$ cat config.mk
export PLATFORM = sky130hd
export DESIGN_NAME = readMerge
export DESIGN_NICKNAME = d
export VERILOG_FILES = /design/src/source/memPkg.sv /design/src/source/readMerge.sv
export SDC_FILE = /design/constraint.sdc
export NUM_CORES = 1
export LEC_CHECK = 0
export ABC_CLOCK_PERIOD_IN_PS = 800
export BUFFER_PORTS_ARGS = -buffer_cell sky130_fd_sc_hd__buf_2
export CORE_AREA = 2 2 54 56
export CTS_BUF_LIST = sky130_fd_sc_hd__clkbuf_16
export DETAILED_ROUTE_END_ITERATION = 16
export DIE_AREA = 0 0 56 58
export GPL_ROUTABILITY_DRIVEN = 0
export PLACE_DENSITY = 0.79
export SLEW_MARGIN = 5
export SYNTH_ARGS = -nofsm -noshare
export SYNTH_HDL_FRONTEND = slang
export SYNTH_SLANG_ARGS = --single-unit
export TNS_END_PERCENT = 20
$ cat constraint.sdc
create_clock -name clk -period 0.8 [get_ports clk]
set_clock_uncertainty 0.15 [all_clocks]
set_input_delay 0.08 -clock clk [delete_from_list [all_inputs] [get_ports clk]]
set_output_delay 0.08 -clock clk [all_outputs]
set_load 0.01 [all_outputs]
$ cat src/source/memPkg.sv
`default_nettype none

package memPkg;

    // full byte address of either port
    localparam int AddrWidth = 11;
    localparam int DataWidth = 8;

    // word address inside one 128 x 8 sub-array
    localparam int WordAddrWidth = 7;
    localparam int SubArrayDepth = 1 << WordAddrWidth;

    // 4 banks of 4 sub-arrays, numbered bank * 4 + sub-array
    localparam int NumSubArrays = 16;

    // upper address bits that pick the sub-array (bank and sub-array fields)
    localparam int SubSelWidth = AddrWidth - WordAddrWidth;

    // one-entry held-write buffer
    typedef enum logic {
        WbEmpty = 1'b0,
        WbHeld  = 1'b1
    } wbState_e;

endpackage

`default_nettype wire

$ cat src/source/readMerge.sv
`timescale 1ns/100ps
`default_nettype none

module readMerge (
    input wire                                                  clk,
    input wire                                                  rstN,
    input wire                                                  rdEn,
    input wire [memPkg::NumSubArrays-1:0][memPkg::DataWidth-1:0] subData,
    output logic [memPkg::DataWidth-1:0]                        rdData,
    output logic                                                rdValid
);

    // only the addressed sub-array is non-zero
    always_comb begin
        rdData = '0;
        for (int i = 0; i < memPkg::NumSubArrays; i++) begin
            rdData = rdData | subData[i];
        end
    end

    // same latency as the registered read inside each sub-array
    always_ff @(posedge clk) begin
        if (!rstN) begin
            rdValid <= 1'b0;
        end else begin
            rdValid <= rdEn;
        end
    end

endmodule

`default_nettype wire

### Word level (Yosys, flattened, before mapping)

Index checks and enable logic that the tools add are counted.

| word-level totals | value |
|---|---|
| bits in registers | 1 |
| bits of input ports | 131 |
| output and inout port bits | 9 |

| operators by class | value |
|---|---|
| bitwise logic cells | 15 |

Operators by type and width:

| operator | count |
|---|---|
| $or A8 B8 Y8 | 15 |

### Depth between registers and ports, before layout

| depth | value |
|---|---|
| depth after elaboration | 15 |
| mapped depth | 2 |
| mapped depth without buffers | 2 |

### Worst setup path before layout

Ideal clock, no wire load.

| timing | value |
|---|---|
| path type | in2out |
| start | input port subData[88] in the netlist's numbering |
| end | output port rdData[0] in the netlist's numbering |
| arrival time | 0.503 ns |
| required time | 0.570 ns |
| slack | 0.067 ns |
| stages | 2 |
| path buffers | 0 |
| cells stage by stage | nor4_1 > nand4_1 |

| between the ends | value |
|---|---|
| cells in the longest elaborated chain, start to end | 5 |

RTL lines:

| what | RTL line | RTL |
|---|---|---|
| from (decl) | readMerge.sv:8 | `input wire [memPkg::NumSubArrays-1:0][memPkg::DataWidth-1:0] subData,` |
| $or A8 B8 Y8 (5 in a row) | readMerge.sv:17 | `rdData = rdData \| subData[i];` |
| to (decl) | readMerge.sv:9 | `output logic [memPkg::DataWidth-1:0] rdData,` |

Every way passes these cells.

### Worst setup path in the final report

| timing | value |
|---|---|
| start | input port subData[24] in the netlist's numbering |
| end | output port rdData[0] in the netlist's numbering |

| between the ends | value |
|---|---|
| cells in the longest elaborated chain, start to end | 13 |

RTL lines:

| what | RTL line |
|---|---|
| $or A8 B8 Y8 (13 in a row) | readMerge.sv:17 |

Every way passes these cells.

==> results.cfg <==
[grt]
grt_pass1_wl_um = 4400
overflow = 0
grt_util_all_layers = 0.160
antenna_found_initial = 0
grt_max_degree = 2
grt_pass1_vias = 1107

[die]
die_width_um = 56
core-area_um2 = 2660
die_y_um = 58
die_area_um2 = 3250
io_pins = 140
rows = 19
start_util = 0.104

[timing]
final-hold-violation-count = 0
timing.final.ws_setup_ps = -177
tightestPinTransition_ps = 223
max-slew-margin-rel = 0.850
setup_viol = 8
setup_tns_ps = -1150
rsz0062_at_grt = yes
slew_viol_final = 0
achievable-frequency_mhz = 1020
min_period_ps = 977
min_period_over_period = 1.22

[status]
violations = setup timing
status = finished with violations

[route]
drc = 0
dr.pass1.iters = 2
num_vias = 1026
wl_per_cell_um = 14.6
drt_iter0_drc = 15
viasPerCell = 4.84
finalWirelength_um = 3090
ant_nets = 0

[critical_path]
cp_cell_sequence = buf_2 > nor4_4 > nand4_1 > buf_2
crit_top_cell = buf_2
cp_max_fo = 1
arrival_ps = 750
criticalPathCategory = in2out
critPathRequiredTime_ps = 570
cp-start-kind = input port
max_stage_delay_ps = 280
cp_slowest_cell = nor4_4
setup.worst_path.start = subData[24]
cp-end-kind = primary output

[hold_path]
min_path_type = in2reg
hold_start = rdEn
whs_path_depth = 2

[power]
sw_frac_of_total = 0.380
combPwrFrac = 0.913
ir_drop_mv = 0.355
p_clk_frac = 0
power.switching_w = 0.000236
power.density_cell_area_nw_per_um2 = 431
p_int_w = 0.000384
seq_power_share = 0.087
p_leak_nw = 0.631

[cells_and_area]
largest_reg_flops = 1
diodes = 0
top_register = rdValid
area_growth_pct = 419
layout.nets = 314
reg_top3 = rdValid (1)
final_cells = 212
drive_gt1_frac = 0.945

[logic_synthesis]
yosysWarnings = 0
synthCells = 42
synthesis.area_um2 = 277
yosysMostFrequentCell = nor4_1
yosysTopAreaCellShare = 0.724
seq_area_frac_synth = 0.0724
synth_edf_count = 0
synth_commonest_cells = nor4_1, nand4_1, and2_1, dfxtp_1
synth_area_leaders = nor4_1, nand4_1, dfxtp_1
synth_nets = 173
postSynthAreaPerCell_um2 = 6.58
post_synth_num_cell_types = 4
synth_area_leader_cell = nor4_1
synth_ff_type = dfxtp_1
ys_ff_latch = 1
ys_async_sr_fraction = 0

[placement]
numPlacedInstances = 212
port_buffers = 139

[clocking]
cts_setup_buffers = 0
clk_pin_slew_ps = 0

[run]
maxCapViolations = 0
==> power by group through the flow <==
stage | logic (W) | clock network, W | registers [W]
global placement | 0.000340 | 0 | 0.0000540
CTS | 0.000463 | 0 | 0.0000542
finish | 0.000565 | 0 | 0.0000542
detailed placement | 0.000345 | 0 | 0.0000542
floorplan | 0.0000309 | 0 | 0.0000557
global route | 0.000602 | 0 | 0.0000546
==> metrics by stage <==
step | hold WS, ps | power (W) | setup slack, ps | instance area [um^2] | util
5_1_grt | 146 | 0.000656 | -214 | 1440 | 0.539
2_1_floorplan | 51.7 | 0.0000866 | 67.5 | 277 | -
6_report | 132 | 0.000619 | -177 | 1440 | 0.539
3_5_place_dp | 133 | 0.000399 | -224 | 1010 | 0.380
4_1_cts | 133 | 0.000517 | -143 | 1280 | 0.480
3_3_place_gp | 130 | 0.000394 | -241 | 1010 | 0.380
==> kinds of logic after synthesis <==
kind of cell,after synthesis,synth area share
DFF,1,0.0724
and+or+nand+nor,41,0.928
==> layout make-up <==
cell class                      count  area (um^2)
Fill cell                         242         1230
Multi-Input combinational cell     41          588
Sequential cell                     1         20.0
Tap cell                           31         38.8
Timing Repair Buffer              139          790
==> path summary, 6_finish.rpt <==
kind                  to  slack (ps)
min   rdValid$_SDFF_PN0_         130
max            rdData[0]        -180
==> cell usage in the layout (no fill, tap or decap), drive strengths merged <==
master	synthesis	routed
nor4	32	32
nand4	8	8
dfxtp	1	1
and2	1	1
buf	0	139
==> worst max-delay path: cells and delay by family <==
family,cells,cell delay (ps)
AND/OR/NAND/NOR,2,390
buffers and inverters,2,270
==> metal layers <==
| metal | vias up | track usage | part of all wire |
|---|---|---|---|
| met5 | - | 0 | 0 |
| met2 | 88 | 0.324 | 0.57 |
| met4 | 0 | 0.0170 | 0.0068 |
| met1 | 452 | 0.160 | 0.29 |
| met3 | 2 | 0.0580 | 0.13 |
| li1 | 484 | - | - |
==> repair_timing <==
item | CTS | global route
hold buffers | 0 | 0
setup endpoints to repair | 8 | 8
pin swaps | 18 | 11
gates resized for setup | 42 | 20
Note: power is estimated with default switching activity, not from simulation.
