<file path="src/source/memPkg.sv">
`default_nettype none

package memPkg;

    // full byte address of either port
    localparam int AddrWidth = 11;
    localparam int DataWidth = 8;

    // word address inside one 128 x 8 sub-array
    localparam int WordAddrWidth = 7;
    localparam int SubArrayDepth = 1 << WordAddrWidth;

    // 4 banks of 4 sub-arrays, numbered bank * 4 + sub-array
    localparam int NumSubArrays = 16;

    // upper address bits that pick the sub-array (bank and sub-array fields)
    localparam int SubSelWidth = AddrWidth - WordAddrWidth;

    // one-entry held-write buffer
    typedef enum logic {
        WbEmpty = 1'b0,
        WbHeld  = 1'b1
    } wbState_e;

endpackage

`default_nettype wire

</file>
<file path="src/source/memCmdIf.sv">
`timescale 1ns/100ps
`default_nettype none

interface memCmdIf;

    // one bit per sub-array, read select is one-hot or zero
    logic [memPkg::NumSubArrays-1:0]  subRen;
    // at most one bit set per cycle
    logic [memPkg::NumSubArrays-1:0]  subWen;

    // word addresses and write byte are shared by all sub-arrays
    logic [memPkg::WordAddrWidth-1:0] rdWordAddr;
    logic [memPkg::WordAddrWidth-1:0] wrWordAddr;
    logic [memPkg::DataWidth-1:0]     wrByte;

    modport ctrl (
        output subRen,
        output subWen,
        output rdWordAddr,
        output wrWordAddr,
        output wrByte
    );

    modport array (
        input subRen,
        input subWen,
        input rdWordAddr,
        input wrWordAddr,
        input wrByte
    );

endinterface

`default_nettype wire

</file>
<file path="src/source/bankCtrl.sv">
`timescale 1ns/100ps
`default_nettype none

module bankCtrl (
    input wire                              clk,
    input wire                              rstN,
    input wire                              rdEn,
    input wire  [memPkg::AddrWidth-1:0]     rdAddr,
    input wire                              wrEn,
    input wire  [memPkg::AddrWidth-1:0]     wrAddr,
    input wire  [memPkg::DataWidth-1:0]     wrData,
    memCmdIf.ctrl                           cmd,
    output logic                            wrBusy
);

    // one-hot sub-array select from bank and sub-array address bits
    function automatic logic [memPkg::NumSubArrays-1:0] subSelect(
        input logic [memPkg::AddrWidth-1:0] addr
    );
        logic [memPkg::SubSelWidth-1:0] idx;
        idx = addr[memPkg::AddrWidth-1 -: memPkg::SubSelWidth];
        return memPkg::NumSubArrays'(1) << idx;
    endfunction

    memPkg::wbState_e wbState;
    memPkg::wbState_e nextState;

    logic [memPkg::AddrWidth-1:0]    heldAddr;
    logic [memPkg::DataWidth-1:0]    heldData;

    logic [memPkg::NumSubArrays-1:0] rdSel;
    logic [memPkg::NumSubArrays-1:0] wrSel;
    logic [memPkg::NumSubArrays-1:0] heldSel;
    logic                            newConflict;
    logic                            heldConflict;

    logic                            captureWr;
    logic [memPkg::NumSubArrays-1:0] wenOut;
    logic [memPkg::WordAddrWidth-1:0] wrWordOut;
    logic [memPkg::DataWidth-1:0]    wrByteOut;

    assign rdSel   = rdEn ? subSelect(rdAddr) : '0;
    assign wrSel   = wrEn ? subSelect(wrAddr) : '0;
    assign heldSel = subSelect(heldAddr);

    // a read into the same sub-array blocks the write this cycle
    assign newConflict  = |(rdSel & wrSel);
    assign heldConflict = |(rdSel & heldSel);

    always_comb begin
        nextState = wbState;
        captureWr = 1'b0;
        wenOut    = '0;
        wrWordOut = wrAddr[memPkg::WordAddrWidth-1:0];
        wrByteOut = wrData;
        case (wbState)
            memPkg::WbEmpty: begin
                if (wrEn) begin
                    if (newConflict) begin
                        captureWr = 1'b1;
                        nextState = memPkg::WbHeld;
                    end else begin
                        wenOut = wrSel;
                    end
                end
            end
            memPkg::WbHeld: begin
                // held write goes first, any new wrEn is dropped meanwhile
                wrWordOut = heldAddr[memPkg::WordAddrWidth-1:0];
                wrByteOut = heldData;
                if (!heldConflict) begin
                    wenOut    = heldSel;
                    nextState = memPkg::WbEmpty;
                end
            end
            default: begin
                nextState = memPkg::WbEmpty;
            end
        endcase
    end

    always_ff @(posedge clk) begin
        if (!rstN) begin
            wbState <= memPkg::WbEmpty;
        end else begin
            wbState <= nextState;
        end
    end

    always_ff @(posedge clk) begin
        if (captureWr) begin
            heldAddr <= wrAddr;
            heldData <= wrData;
        end
    end

    assign cmd.subRen     = rdSel;
    assign cmd.rdWordAddr = rdAddr[memPkg::WordAddrWidth-1:0];
    assign cmd.subWen     = wenOut;
    assign cmd.wrWordAddr = wrWordOut;
    assign cmd.wrByte     = wrByteOut;

    assign wrBusy = (wbState == memPkg::WbHeld);

endmodule

`default_nettype wire

</file>
<file path="src/flat_wrapper.sv">
// flat-port wrapper written by rule: the top's interface ports become plain ports
module bankCtrl_flat 
  (clk, rstN, rdEn, rdAddr, wrEn, wrAddr, wrData, wrBusy, cmd_subRen, cmd_subWen, cmd_rdWordAddr, cmd_wrWordAddr, cmd_wrByte);
  memCmdIf cmd_i ();
  input wire clk;
  input wire rstN;
  input wire rdEn;
  input wire  [memPkg::AddrWidth-1:0] rdAddr;
  input wire wrEn;
  input wire  [memPkg::AddrWidth-1:0] wrAddr;
  input wire  [memPkg::DataWidth-1:0] wrData;
  output logic wrBusy;
  output wire logic [$bits(cmd_i.subRen)-1:0] cmd_subRen;
  output wire logic [$bits(cmd_i.subWen)-1:0] cmd_subWen;
  output wire logic [$bits(cmd_i.rdWordAddr)-1:0] cmd_rdWordAddr;
  output wire logic [$bits(cmd_i.wrWordAddr)-1:0] cmd_wrWordAddr;
  output wire logic [$bits(cmd_i.wrByte)-1:0] cmd_wrByte;
  assign cmd_subRen = cmd_i.subRen;
  assign cmd_subWen = cmd_i.subWen;
  assign cmd_rdWordAddr = cmd_i.rdWordAddr;
  assign cmd_wrWordAddr = cmd_i.wrWordAddr;
  assign cmd_wrByte = cmd_i.wrByte;
  bankCtrl u_core (.clk(clk), .rstN(rstN), .rdEn(rdEn), .rdAddr(rdAddr), .wrEn(wrEn), .wrAddr(wrAddr), .wrData(wrData), .cmd(cmd_i), .wrBusy(wrBusy));
endmodule
</file>
<file path="config.mk">
export PLATFORM = sky130hd
export DESIGN_NAME = bankCtrl_flat
export DESIGN_NICKNAME = d
export VERILOG_FILES = /design/src/source/memPkg.sv /design/src/source/memCmdIf.sv /design/src/source/bankCtrl.sv /design/src/flat_wrapper.sv
export SDC_FILE = /design/constraint.sdc
export NUM_CORES = 1
export LEC_CHECK = 0
export BUFFER_PORTS_ARGS = -buffer_cell sky130_fd_sc_hd__buf_2
export CORE_MARGIN = 2
export CORE_UTILIZATION = 35
export DETAILED_ROUTE_END_ITERATION = 16
export HOLD_SLACK_MARGIN = 0.02
export PLACE_DENSITY = 0.66
export SKIP_LAST_GASP = 1
export SYNTH_ARGS = -nofsm -noshare
export SYNTH_HDL_FRONTEND = slang
export SYNTH_SLANG_ARGS = --single-unit
export TNS_END_PERCENT = 50
</file>
<file path="constraint.sdc">
create_clock -name clk -period 3.9 [get_ports clk]
set_clock_uncertainty 0.05 [all_clocks]
set_input_delay 0.195 -clock clk [delete_from_list [all_inputs] [get_ports clk]]
set_output_delay 0.195 -clock clk [all_outputs]
set_load 0.05 [all_outputs]
</file>
* Word level (Yosys, flattened, before mapping) *
Cells that the tools add are included.

operators by class
  shift-type cells = 3
  multiplexer cells = 13
  bitwise operators = 3
  reduce and logical (&&, ||, !) cells = 2

operator list
  operator                count
  $mux W16                5
  $shl A1 B4 Y16 const A  3
  $and A16 B16 Y16        2
  $pmux W16 S2            1
  $reduce_or A16 Y1       2
  $mux W8                 1
  $mux W7                 1
  $mux W1                 4
  $pmux W1 S2             1
  $not A1 Y1              1

storage, ports and cells
  register bits after elaboration = 20
  bits of input ports = 34
  output and inout port bits = 55
  logic and storage cells = 24

* Logic depth before layout (Yosys ltp) *
  depth in word-level cells = 7
  mapped depth = 6
  depth with buffers taken out = 5

* Worst setup path before layout *
OpenSTA, ideal clock, no wires.

  path kind = input to register
  from = input rdAddr[9] in the netlist's numbering
  to = register u_core.heldAddr[0] in the netlist's numbering (enable)
  library setup time = 424 ps
  data arrival time = 2,498 ps
  required time = 3,426 ps
  setup slack = 929 ps
  cell stages on the path = 4
  buffers on the path = 0
  path through = or3b_2 a221oi_2 nor2_1 o21ai_0

on the way
  longest elaborated chain between the ends = 7

ends and longest elaborated chain
  element                     line               source
  start: declaration          flat_wrapper.sv:8  input wire [memPkg::AddrWidth-1:0] rdAddr;
  $shl A1 B4 Y16              bankCtrl.sv:22     return memPkg::NumSubArrays'(1) << idx;
  $mux W16                    bankCtrl.sv:42     assign rdSel = rdEn ? subSelect(rdAddr) : '0;
  $and A16 B16 Y16            bankCtrl.sv:47     assign newConflict = |(rdSel & wrSel);
  $reduce_or A16 Y1           bankCtrl.sv:47
  $mux W1                     bankCtrl.sv:59     if (newConflict) begin
  $mux W1                     bankCtrl.sv:58     if (wrEn) begin
  $mux W1                     bankCtrl.sv:56     case (wbState)
  named net u_core.captureWr  bankCtrl.sv:37     logic captureWr;
  end signal: assignment      bankCtrl.sv:92     heldAddr <= wrAddr;
  end: declaration            bankCtrl.sv:28     logic [memPkg::AddrWidth-1:0] heldAddr;

The timed path passes the listed nets, and every way through them passes these cells.
A chain may end at the register's enable or synchronous reset.

* Worst setup path in the final report *
  from = register u_core.heldAddr[10] in the netlist's numbering
  to = output cmd_subWen[2]

on the way
  longest elaborated chain between the ends = 5

ends and longest elaborated chain
  element             line                source
  $shl A1 B4 Y16 (*)  bankCtrl.sv:22
  $and A16 B16 Y16    bankCtrl.sv:48      assign heldConflict = |(rdSel & heldSel);
  $reduce_or A16 Y1   bankCtrl.sv:48
  $mux W16 (*)        bankCtrl.sv:71      if (!heldConflict) begin
  $pmux W16 S2 (*)    bankCtrl.sv:56
  end: declaration    flat_wrapper.sv:14  output wire logic [$bits(cmd_i.subWen)-1:0] cmd_subWen;

Every way passes the cells marked *; elsewhere a longest branch is shown, timed or not.

==> metrics <==
drt wl/cell 14.86 µm; share of cells above drive strength 1 44.93%; critical path class flip-flop to primary output; RSZ-0062 raised after global routing false; Placed Area 0.001924 mm²; Final GP Congestion 0.7965; finished layout cell area 0.001996 mm²; CTS Buf Count 3; Final period util 64.93%; Synth cell types 40; Post-synth EDFFs 19; CTS Sinks 20; Yosys top cell area share 35.85%; status finished, final reports clean; register area share after synthesis 37.11%; Final min period 2.532 ns; hold-fix buffers at CTS 0; # port buffers 74; vias in the first global route 1294; DRC 0; fin util 45.83%; Hold Startpoint wrAddr[2]; CP endpoint kind primary output; PostCTS Resize Cnt 0; Final Setup Violations 0; TritonCTS clock tree yes; Total Die Area 0.005103 mm²; DR pass1 iterations 4; Initial Utilization 36.55%; Die Span Y 71.44 µm; reg2reg start u_core.wrBusy; Pwr Total 0.5798 mW; clock tree buffer depth 2; Post-CTS Repair Setup Buffers 0; Clock Latency Late Sink 0.25 ns; area of the mapped netlist 0.001592 mm²; fmax 394.9 MHz; HP Class input port to flip-flop; cell count after placement 275; Pleak 0.8070 nW; die width 71.44 µm; Cell Rows 24; starting DRC count in detailed routing 176; final worst setup slack 1.368 ns; syn_area_per_cell 9.473 µm²; Max FO, Critical Path 9; yosys warns 0; Post-Syn Instances 168; worst hold-check slack 0.07426 ns; CP startpoint kind flip-flop; nets 262; Via density 5.670; final hold violation count 0; n_diodes 0; first-pass GRT wire length 6486 µm; clock transition at the registers of the reported paths 0.07 ns; pwr/cell area 290.5 mW/mm²; CP Data Required Time 3.65 ns; worst endpoint data arrival time 2.29 ns; H-tree Lvls 1; measured slew at the worst slew-check pin 0.9822 ns; Post-Syn Nets 202; biggest area consumer among synthesized cells edfxtp_1; GRT overflow 0; root buf cell clkbuf_8; Vias 1582; Max-Slew Margin vs Limit 34.51%; initial antenna violation count 0; Total GRT Usage 15.61%; Max rail drop VDD 184.8 µV; I/O pin cnt 89; Non-Filler Instances 279; final wirelength 4147 µm; Slew Viols, Final 0; synthesis-stage register bit count 20; maxcap violations 0; core area 0.004354 mm²; DP HPWL 3259 µm; largest net degree at the start of global routing 22; DRT antenna net count 0; largest cells by area after synthesis edfxtp_1 36%, mux2_2 11%, o32ai_1 7.2%; worst setup path startpoint u_core.heldAddr[10]; DP Worst Slack 1.297 ns; Area Overhead vs Synth 25.39%; setup TNS 0 ns; Main synth FF type edfxtp_1; FFs w/ async S/R, synth 0%
==> worst paths after layout <==
| check | cells after the start | endpoint | slack [ns] |
|---|---|---|---|
| worst max register to register | 3 | u_core.heldAddr[0] | 1.66 |
| worst max-delay path | 6 | cmd_subWen[2] | 1.37 |
| worst min register to register | 2 | u_core.wrBusy | 0.78 |
| worst min-delay path | 1 | u_core.heldAddr[2] | 0.07 |
==> worst max-delay path: stages, from the launching register on <==
cell and delay [ns]:
edfxtp_1 0.52, xor2_1 0.21, or4b_1 0.48, o32a_1 0.22, nand2_1 0.23, o32ai_1 0.14, buf_2 0.24
==> metal layers <==
| layer | GRT usage (%) | vias to the layer above | share of wire [%] | routed length (µm) |
|---|---|---|---|---|
| li1 | - | 771 | - | - |
| met1 | 22.78 | 738 | 44 | 1811 |
| met2 | 24.59 | 69 | 48 | 1985 |
| met3 | 1.969 | 4 | 7.7 | 319 |
| met4 | 3.983 | 0 | 0.75 | 31 |
| met5 | 0 | - | 0 | 0 |
==> cell families (layout without fill, tap and decap cells) <==
family / Yosys count / in the layout / synth area share, %
DFF: 20 / 20 / 37.11
AOI/OAI and AO/OA: 34 / 34 / 17.61
buffers and inverters: 24 / 83 / 7.862
and+or+nand+nor: 73 / 73 / 25.71
muxes: 15 / 15 / 10.61
xor gates and xnor gates: 2 / 2 / 1.101
==> power by group <==
part	internal [mW]	total [mW]	switching (mW)
Clock	0.137	0.203	0.0660
Sequential	0.238	0.241	0.00267
Combinational	0.0394	0.136	0.0965
Total	0.415	0.580	0.165
==> cell usage in the layout, fill, tap and decap left out, types with 3 or more instances in the layout <==
cell type / netlist / routed
nor4bb_1: 3 / 3
o22ai_1: 4 / 4
o32ai_1: 13 / 13
nand3b_1: 3 / 3
or4_1: 3 / 3
nand3_1: 6 / 6
or2_2: 4 / 4
nand2_1: 11 / 11
clkbuf_8: 0 / 3
nor2_1: 16 / 16
nor3_1: 5 / 5
buf_2: 7 / 74
mux2_2: 15 / 15
inv_1: 5 / 5
nand2b_1: 10 / 10
edfxtp_1: 19 / 19
==> area by class of cell <==
class / count / area, µm²
tap: 52 / 65.06
timing repair buffer: 74 / 370.4
inverter: 5 / 18.77
clock buffer: 3 / 41.29
clock inverter: 1 / 30.03
multi-input combinational: 124 / 879.6
fill: 417 / 2359
sequential: 20 / 590.6
==> registers in the layout, indices dropped and copies added (netlist names) <==
signal / flops
u_core.heldAddr: 11
u_core.heldData: 8
u_core.wrBusy: 1
==> cell usage after synthesis, drive strengths merged (5+ instances only) <==
| cell | number |
|---|---|
| buf | 14 |
| nor3 | 5 |
| nor2 | 16 |
| edfxtp | 19 |
| nand2 | 11 |
| nand2b | 10 |
| o32ai | 13 |
| clkbuf | 5 |
| mux2 | 15 |
| inv | 5 |
| nand3 | 6 |
Power figures use the tool's default switching activity.
