<file path="config.mk">
export PLATFORM = sky130hd
export DESIGN_NAME = subArray_flat
export DESIGN_NICKNAME = d
export VERILOG_FILES = /design/src/source/memPkg.sv /design/src/source/memCmdIf.sv /design/src/source/subArray.sv /design/src/flat_wrapper.sv
export SDC_FILE = /design/constraint.sdc
export NUM_CORES = 1
export LEC_CHECK = 0
export ABC_AREA = 1
export BUFFER_PORTS_ARGS = -buffer_cell sky130_fd_sc_hd__buf_4
export CAP_MARGIN = 20
export CELL_PAD_IN_SITES_DETAIL_PLACEMENT = 0
export CELL_PAD_IN_SITES_GLOBAL_PLACEMENT = 1
export CORE_ASPECT_RATIO = 0.5
export CORE_MARGIN = 2
export CORE_UTILIZATION = 51
export DETAILED_ROUTE_END_ITERATION = 8
export PLACE_DENSITY = 0.85
export SLEW_MARGIN = 20
export SYNTH_ARGS = -nofsm -noshare
export SYNTH_HDL_FRONTEND = slang
export SYNTH_SLANG_ARGS = --single-unit
</file>
<file path="constraint.sdc">
create_clock -name clk -period 2.55 [get_ports clk]
set_input_delay 0.1275 -clock clk [delete_from_list [all_inputs] [get_ports clk]]
set_output_delay 0.1275 -clock clk [all_outputs]
set_load 0.02 [all_outputs]
</file>
<file path="src/source/memPkg.sv">
`default_nettype none

package memPkg;

    // full byte address of either port
    localparam int AddrWidth = 11;
    localparam int DataWidth = 8;

    // word address inside one 128 x 8 sub-array
    localparam int WordAddrWidth = 7;
    localparam int SubArrayDepth = 1 << WordAddrWidth;

    // 4 banks of 4 sub-arrays, numbered bank * 4 + sub-array
    localparam int NumSubArrays = 16;

    // upper address bits that pick the sub-array (bank and sub-array fields)
    localparam int SubSelWidth = AddrWidth - WordAddrWidth;

    // one-entry held-write buffer
    typedef enum logic {
        WbEmpty = 1'b0,
        WbHeld  = 1'b1
    } wbState_e;

endpackage

`default_nettype wire

</file>
<file path="src/source/memCmdIf.sv">
`timescale 1ns/100ps
`default_nettype none

interface memCmdIf;

    // one bit per sub-array, read select is one-hot or zero
    logic [memPkg::NumSubArrays-1:0]  subRen;
    // at most one bit set per cycle
    logic [memPkg::NumSubArrays-1:0]  subWen;

    // word addresses and write byte are shared by all sub-arrays
    logic [memPkg::WordAddrWidth-1:0] rdWordAddr;
    logic [memPkg::WordAddrWidth-1:0] wrWordAddr;
    logic [memPkg::DataWidth-1:0]     wrByte;

    modport ctrl (
        output subRen,
        output subWen,
        output rdWordAddr,
        output wrWordAddr,
        output wrByte
    );

    modport array (
        input subRen,
        input subWen,
        input rdWordAddr,
        input wrWordAddr,
        input wrByte
    );

endinterface

`default_nettype wire

</file>
<file path="src/source/subArray.sv">
`timescale 1ns/100ps
`default_nettype none

module subArray #(
    parameter int SubIndex = 0
) (
    input wire                            clk,
    memCmdIf.array                        cmd,
    output logic [memPkg::DataWidth-1:0]  rdByte
);

    logic [memPkg::DataWidth-1:0] mem [0:memPkg::SubArrayDepth-1];

    logic ren;
    logic wen;

    // this instance's own bit of the shared command vectors
    assign ren = cmd.subRen[SubIndex];
    assign wen = cmd.subWen[SubIndex];

    // a read of this sub-array always wins over a write
    always_ff @(posedge clk) begin
        if (wen && !ren) begin
            mem[cmd.wrWordAddr] <= cmd.wrByte;
        end
    end

    // idle sub-arrays drive zero so the outputs can simply be OR-ed
    always_ff @(posedge clk) begin
        if (ren) begin
            rdByte <= mem[cmd.rdWordAddr];
        end else begin
            rdByte <= '0;
        end
    end

endmodule

`default_nettype wire

</file>
<file path="src/flat_wrapper.sv">
// flat-port wrapper written by rule: the top's interface ports become plain ports
module subArray_flat 
#(
    parameter int SubIndex = 0
)
  (clk, rdByte, cmd_subRen, cmd_subWen, cmd_rdWordAddr, cmd_wrWordAddr, cmd_wrByte);
  memCmdIf cmd_i ();
  input wire clk;
  output logic [memPkg::DataWidth-1:0] rdByte;
  input wire logic [$bits(cmd_i.subRen)-1:0] cmd_subRen;
  input wire logic [$bits(cmd_i.subWen)-1:0] cmd_subWen;
  input wire logic [$bits(cmd_i.rdWordAddr)-1:0] cmd_rdWordAddr;
  input wire logic [$bits(cmd_i.wrWordAddr)-1:0] cmd_wrWordAddr;
  input wire logic [$bits(cmd_i.wrByte)-1:0] cmd_wrByte;
  assign cmd_i.subRen = cmd_subRen;
  assign cmd_i.subWen = cmd_subWen;
  assign cmd_i.rdWordAddr = cmd_rdWordAddr;
  assign cmd_i.wrWordAddr = cmd_wrWordAddr;
  assign cmd_i.wrByte = cmd_wrByte;
  subArray #(.SubIndex(SubIndex)) u_core (.clk(clk), .cmd(cmd_i), .rdByte(rdByte));
endmodule
</file>
== Word level (Yosys, flattened, before mapping) ==
Memories as Yosys holds them, arrays and structs flattened. A register that Yosys moved wholly into a read port is not among the register bits.
Cells that the tools add are included.
W data, S select, Z words.
Word-level totals
  logic and storage cells: 6
  memories kept: 1
  bits in registers: 0
  memory bits (writable): 1024
Operators by class
  multiplexer cells: 2
  reductions and logical operators: 3
Memory list
  u_core.mem: words 128, bits a word 8, rd ports 1, clocked after Yosys merged registers in 1, write ports 1, line subArray.sv:12  | logic [memPkg::DataWidth-1:0] mem [0:memPkg::SubArrayDepth-1];
Operator list (count)
  $logic_not A1 Y1: 2
  $mux W1: 2
  $logic_and A1 B1 Y1: 1

== Logic depth before layout (Yosys ltp) ==
Gate-level depths: netlist of run 1.
  depth after elaboration: 4
  gate-level depth with buffers: 14
  depth with buffers taken out: 11

== Worst setup path before layout of run 1 ==
Ideal clock, no wire load.
  path kind: input port to flip-flop
  start: in cmd_subRen[0]
  end: mem u_core.mem[80][0] (netlist bit), enable pin
  arrival time: 1.645 ns
  setup time: 0.395 ns
  cell stages on the path: 5
  data required time: 2.155 ns
  buffers on the path: 2
  setup slack: 0.511 ns
  path through: buf_2 nor2_1 buf_2 nand3_1 nor4_1
On the way
  longest elaborated chain between the ends: 4
RTL lines
  start: declaration: line flat_wrapper.sv:10  | input wire logic [$bits(cmd_i.subRen)-1:0] cmd_subRen;
  $logic_not A1 Y1: line subArray.sv:23  | if (wen && !ren) begin
  $logic_and A1 B1 Y1: line subArray.sv:23
  $mux W1: line subArray.sv:23
  $mux W1 (implied by the code): line subArray.sv:24  | mem[cmd.wrWordAddr] <= cmd.wrByte;
  end: declaration: line subArray.sv:12
Every way passes these cells.

==> run metrics, run 1 <==
final slew viol count=0; Reg2Reg Setup Slack=0.07 ns; Min-Delay Path Class=input pin to flip-flop; CTS tree=yes; total routed wirelength=106.7 mm; core box area=81760 sq um; chip width=410.6 microns; 1st-iter DRT viols=3559; Yosys cell types=16; Post-synth EDFFs=1024; vias in the first global route=26640; final core occ=58.38%; Post-CTS Repair Setup Buffers=0; largest net degree at the start of global routing=129; Max Clock Skew=0.02353 ns; endpoints failing setup=0; Syn Area/Cell=11.80 sq um; layout cells sized above 1=10.85%; Initial DRT Pass Iterations=6; Nets=3764; outcome=complete, no violations; post-synthesis instance total=3571; Hold Startpoint=cmd_wrByte[6]; Hold Path Sink=u_core.mem[44][6]$_DFFE_PP_; most frequent cell after synthesis=nand2_1; port buffer count=32; dominant cell type by area after synthesis=edfxtp_1; Worst EP required=3.09 ns; leading post-synthesis cells by instance count=nand2_1 (1189), edfxtp_1 (1024), nand3_1 (938); vias per cell=5.742; area of the multi-input gates=9839 sq um; global route overflow=0; pre-CTS WS=0.1815 ns; CTS Buffer Depth=3; Final Hold Viols=0; pwr dens=716.3 nW/um^2; #FFs+latches synth=1032; first-pass GRT wire length=159.7 mm; total track usage=24.75%; Main synth FF type=edfxtp_1; area share of the largest cell type after synthesis=72.95%; Clock Latency Late Sink=0.65 ns; CTS root buf=clkbuf_16; DRC=0; Slew Limit Headroom=43.23%; Reg-to-Reg Start=u_core.mem[90][2]$_DFFE_PP_; Startpoint Class=flip-flop; worst path arrival time=3.01 ns; leakage=17.14 nW; critical path class=flip-flop to flip-flop; CTS sink count=1032; WL/cell=21.86 microns; synthesized area=42150 sq um; antenna violations before repair=1; Die Y=207.3 microns; CP Max Fanout=1; Layout area overhead=13.23%; Sequential Area=30910 sq um; Synth Net Count=3626; io pins=63; Initial Util=51.55%; Fill cells=6309; via count of the routed design=28030; total power=34.19 mW; Max-cap violations=0; setup tns final=0 ns; slack of the critical path=0.07277 ns; Max VDD drop=0.4681 mV; Worst-Margin Slew=0.8516 ns; Reg clk slew, reported paths=0.07 ns; synth warn=0; ANT cells=0; Async S/R FF share, synth=0%; Seq/Total Area, Yosys=73.33%; min Tclk post-route=2.477 ns; Placement Cell Area=44660 sq um; CTS H-tree lvls=3; die footprint=85100 sq um; dpl hpwl=62.42 mm; Crit Reg-Reg Endpoint=u_core.rdByte[2]$_SDFF_PN0_; top cells by area, synth=edfxtp_1 (73%), nand3_1 (11%), nand2_1 (11%), buf_2 (1.4%), nor2_1 (1.3%); ANT nets after route=0; Rows=74; design area=47730 sq um; Cells on Worst Hold Path=1; CP Capture Type=flip-flop; gpl congestion=0.8667; period utilization=97.15%; f_max=0.4037 GHz; Reg2Reg Depth=12; TritonCTS buffer count=90
==> layout make-up <==
type                       count  area share [%]
clock buffer                 117           5.238
clock inverter                45          0.6633
inverter                      20          0.2333
multi-input combinational   2285           20.62
tap                         1102           2.889
timing repair buffer         280           5.597
sequential                  1032           64.76
==> placed cells by master, fill, tap and decap left out, drive strengths merged <==
| master | synthesis | layout |
|---|---|---|
| nand4 | 5 | 5 |
| clkbuf | 39 | 120 |
| nand2 | 1189 | 1189 |
| nand3 | 938 | 938 |
| clkinvlp | 0 | 4 |
| nor3 | 5 | 5 |
| inv | 20 | 20 |
| nor4 | 5 | 5 |
| edfxtp | 1024 | 1024 |
| dlygate4sd3 | 0 | 12 |
| bufinv | 0 | 4 |
| buf | 195 | 265 |
| nor2 | 143 | 143 |
| dfxtp | 8 | 8 |
| clkinv | 0 | 37 |
==> critical path, cell delays in order, from the launching register on <==
cell           delay [ns]
edfxtp_1             0.39
nand2_1              0.08
nand3_1              0.08
nand3_1              0.13
nand3_1              0.11
nand2_2              0.12
nand2_1              0.07
nand3_2              0.09
nand3_1              0.08
nand2_1              0.07
dlygate4sd3_1        0.57
nor2_1               0.04
dlygate4sd3_1        0.54
==> power by group <==
group          total (mW)  internal, mW  switching (mW)
combinational        2.30         0.654            1.65
sequential           18.7          18.7          0.0198
clock                13.2          7.30            5.89
==> kinds of logic (layout without fill, tap and decap cells) <==
kind of cell | count (synthesis) | count (layout) | synth area share (%)
buffers and inverters | 254 | 462 | 3.458
DFF | 1032 | 1032 | 73.33
and+or+nand+nor | 2285 | 2285 | 23.21
==> repair_timing <==
item	CTS	global route
gates resized for setup	0	16
endpoints found under the setup margin	0	1
hold buffers	12	0
hold endpoints to repair	165	0
==> worst max-delay path by stage <==
stage          cells after the start                         start                          end  slack [ns]
3_3_place_gp                       5             cmd_wrWordAddr[0]  u_core.mem[57][6]$_DFFE_PP_        0.31
5_1_grt                           12   u_core.mem[90][2]$_DFFE_PP_  u_core.rdByte[2]$_SDFF_PN0_       -0.02
4_1_cts                           12  u_core.mem[127][2]$_DFFE_PP_  u_core.rdByte[2]$_SDFF_PN0_        0.07
2_1_floorplan                      5                 cmd_subRen[0]  u_core.mem[80][0]$_DFFE_PP_        0.51
6_report                          12   u_core.mem[90][2]$_DFFE_PP_  u_core.rdByte[2]$_SDFF_PN0_        0.07
3_5_place_dp                       5             cmd_wrWordAddr[0]  u_core.mem[25][2]$_DFFE_PP_        0.18
==> per-stage QoR <==
| stage | std cells | hold WS [ns] |
|---|---|---|
| floorplan | 3571 | 0.2264 |
| global placement | 4705 | 0.4355 |
| detailed placement | 4705 | 0.4320 |
| CTS | 4879 | 0.001696 |
| global route | 4881 | 0.03792 |
| finish | 4881 | 0.04514 |
==> registers in the layout (all words and copies together) (netlist names) <==
register and cells:
u_core.rdByte 8, u_core.mem 1024
==> layer usage <==
layer | track usage, % | up-vias | part of all wire, %
li1 | - | 12870 | -
met1 | 35.13 | 13680 | 41
met3 | 3.751 | 167 | 8.6
met2 | 40.19 | 1314 | 48
met4 | 6.719 | 0 | 2.4
met5 | 0 | - | 0
(Power assumes the default switching activity.)
==> run 2: changes to the inputs <==
Settings changed: HOLD_SLACK_MARGIN from default to 0.06, PLACE_DENSITY 0.85 to 0.89.
==> run 2 against run 1 <==
Against the previous run: core utilization fell by 0.52 points; total power fell by 0.38%; non-clock buffer count fell by 21; count of clock-buffer cells in the layout fell by 8; clock skew fell by 0.0054 ns; sequential share of layout area rose by 0.58 points; clock power barely moved; combinational power fell by 4%; maximum frequency rose by 8.3%; final area fell by 0.89%; critical path type unchanged; largest cell class unchanged.
==> run metrics, run 2 (synthesis results as in run 1) <==
commonest non-fill, non-tap cells in the layout=nand2_1 (1189), edfxtp_1 (1024), nand3_1 (938); proportion of power drawn by the clock network=38.6%; CTS Buffer Depth=3; Initial DRT Pass Iterations=7; 1st-iter DRT viols=3714; vias in the first global route=26430; outcome=complete, no violations; CP Capture Type=flip-flop; Worst EP required=3.08 ns; CTS H-tree lvls=3; Final Hold Viols=0; Net Sw Frac=22.09%; CTS tree=yes; Slew Limit Headroom=47.37%; pre-CTS WS=0.3014 ns; total track usage=24.13%; Startpoint Class=flip-flop; port buffer count=32; Reg2Reg Depth=11; Die Y=207.3 microns; slack of the critical path=0.2634 ns; Max-cap violations=0; total routed wirelength=103.8 mm; Max Clock Skew=0.01815 ns; Cells on Worst Hold Path=4; Fill cells=6194; CP Max Fanout=1; core box area=81760 sq um; CTS sink count=1032; ANT cells=0; chip width=410.6 microns; Worst-Margin Slew=0.7895 ns; critical path class=flip-flop to flip-flop; endpoints failing setup=0; die footprint=85100 sq um; io pins=63; min Tclk post-route=2.287 ns; TritonCTS buffer count=90; dpl hpwl=60.68 mm; period utilization=89.67%; pwr dens=720.0 nW/um^2; max reg flops=1024; placed insts=4682; final core occ=57.86%; Clock Latency Late Sink=0.65 ns; largest net degree at the start of global routing=129; most common cell after layout, fill and taps aside=nand2_1; Top reg by flops=u_core.mem; share of power burned in registers=54.9%; Rows=74; WL/cell=21.35 microns; Crit Reg-Reg Endpoint=u_core.rdByte[4]$_SDFF_PN0_; largest registers=u_core.mem: 1024 flops, u_core.rdByte: 8 flops; f_max=0.4373 GHz; Nets=3743; Reg-to-Reg Start=u_core.mem[7][4]$_DFFE_PP_; RSZ-0062 raised after global routing=false; via count of the routed design=27910; gpl congestion=0.9017; Int Power=26.53 mW; CTS root buf=clkbuf_16; leakage=16.96 nW; ANT nets after route=0; final non-filler cell total=4860; design area=47300 sq um; final slew viol count=0; Reg clk slew, reported paths=0.07 ns; combinational power share=6.5%; Layout area overhead=12.22%; worst path arrival time=2.82 ns; antenna violations before repair=0; vias per cell=5.742; Hold Path Sink=u_core.mem[23][2]$_DFFE_PP_; global route overflow=0; layout cells sized above 1=9.925%; Initial Util=51.55%; first-pass GRT wire length=155.8 mm; Psw=7.521 mW; Reg2Reg Setup Slack=0.26 ns; Max VDD drop=0.6329 mV; Hold Startpoint=cmd_wrWordAddr[5]; Placement Cell Area=44350 sq um; setup tns final=0 ns; DRC=0; Min-Delay Path Class=input pin to flip-flop
## run 2: cell count changes in the layout (fill, tap and decap cells not counted), sizes merged
cell,delta
buf,-23
clkbuf,-10
bufinv,+2
clkinvlp,-3
inv,+3
clkinv,+6
dlygate4sd3,+4
## run 2: layout make-up
type                    instances  area (sq um)  share of cell area (%)
clock buffers                 109          2387                   5.047
clock inverters                53         406.6                  0.8597
multi-input cells            2285          9782                   20.68
flip-flops and latches       1032         30910                   65.35
well taps                    1102          1379                   2.915
inverters                      20         101.3                  0.2143
repair buffers                259          2336                   4.939
## run 2: critical path: stages, from the launching register on
cell and delay (ns):
edfxtp_1 0.37, nand2_1 0.08, nand3_1 0.08, nand3_1 0.12, nand3_1 0.21, nand2_1 0.17, nand2_1 0.14, nand3_1 0.13
nand2_1 0.13, nor2_1 0.12, nor2_1 0.06, dlygate4sd3_1 0.55
## run 2: what timing repair did
item,4_1_cts,5_1_grt
hold buffers,15,1
gates resized for setup,0,0
buffers inserted,0,0
hold endpoints to repair,254,7
## run 2: worst max-delay path by stage
stage,from,endpoint,slack [ns],cells past startpoint
floorplan,cmd_subRen[0],u_core.mem[80][0]$_DFFE_PP_,0.51,5
global placement,cmd_rdWordAddr[1],u_core.rdByte[6]$_SDFF_PN0_,0.33,12
detailed placement,cmd_rdWordAddr[1],u_core.rdByte[6]$_SDFF_PN0_,0.30,12
CTS,u_core.mem[7][4]$_DFFE_PP_,u_core.rdByte[4]$_SDFF_PN0_,0.35,11
global route,u_core.mem[7][4]$_DFFE_PP_,u_core.rdByte[4]$_SDFF_PN0_,0.22,11
finish,u_core.mem[7][4]$_DFFE_PP_,u_core.rdByte[4]$_SDFF_PN0_,0.26,11
## run 2: power by group through the flow
stage          Combinational [mW]  Clock, mW  Sequential, mW
6_report                     2.20       13.2            18.7
5_1_grt                      2.38       13.8            18.7
4_1_cts                      2.17       13.3            18.7
3_5_place_dp                 2.14          0            19.1
3_3_place_gp                 2.10          0            19.1
2_1_floorplan                1.22          0            19.1
## run 2: layer usage
metal / GRT usage (%) / wire (microns) / vias to the layer above
met4: 8.266 / 3285 / 0
met1: 34.98 / 42330 / 13460
met5: 0 / 0 / -
li1: - / - / 12810
met2: 37.37 / 47930 / 1459
met3: 3.941 / 10210 / 186
## run 2: stage by stage
stage                     hold WS [ns]  power [mW]
after floorplan                 0.2264       20.30
after global placement          0.4316       21.16
after detailed placement        0.4289       21.20
after CTS                      0.07455       34.13
after global routing            0.1163       34.92
final                           0.1166       34.06
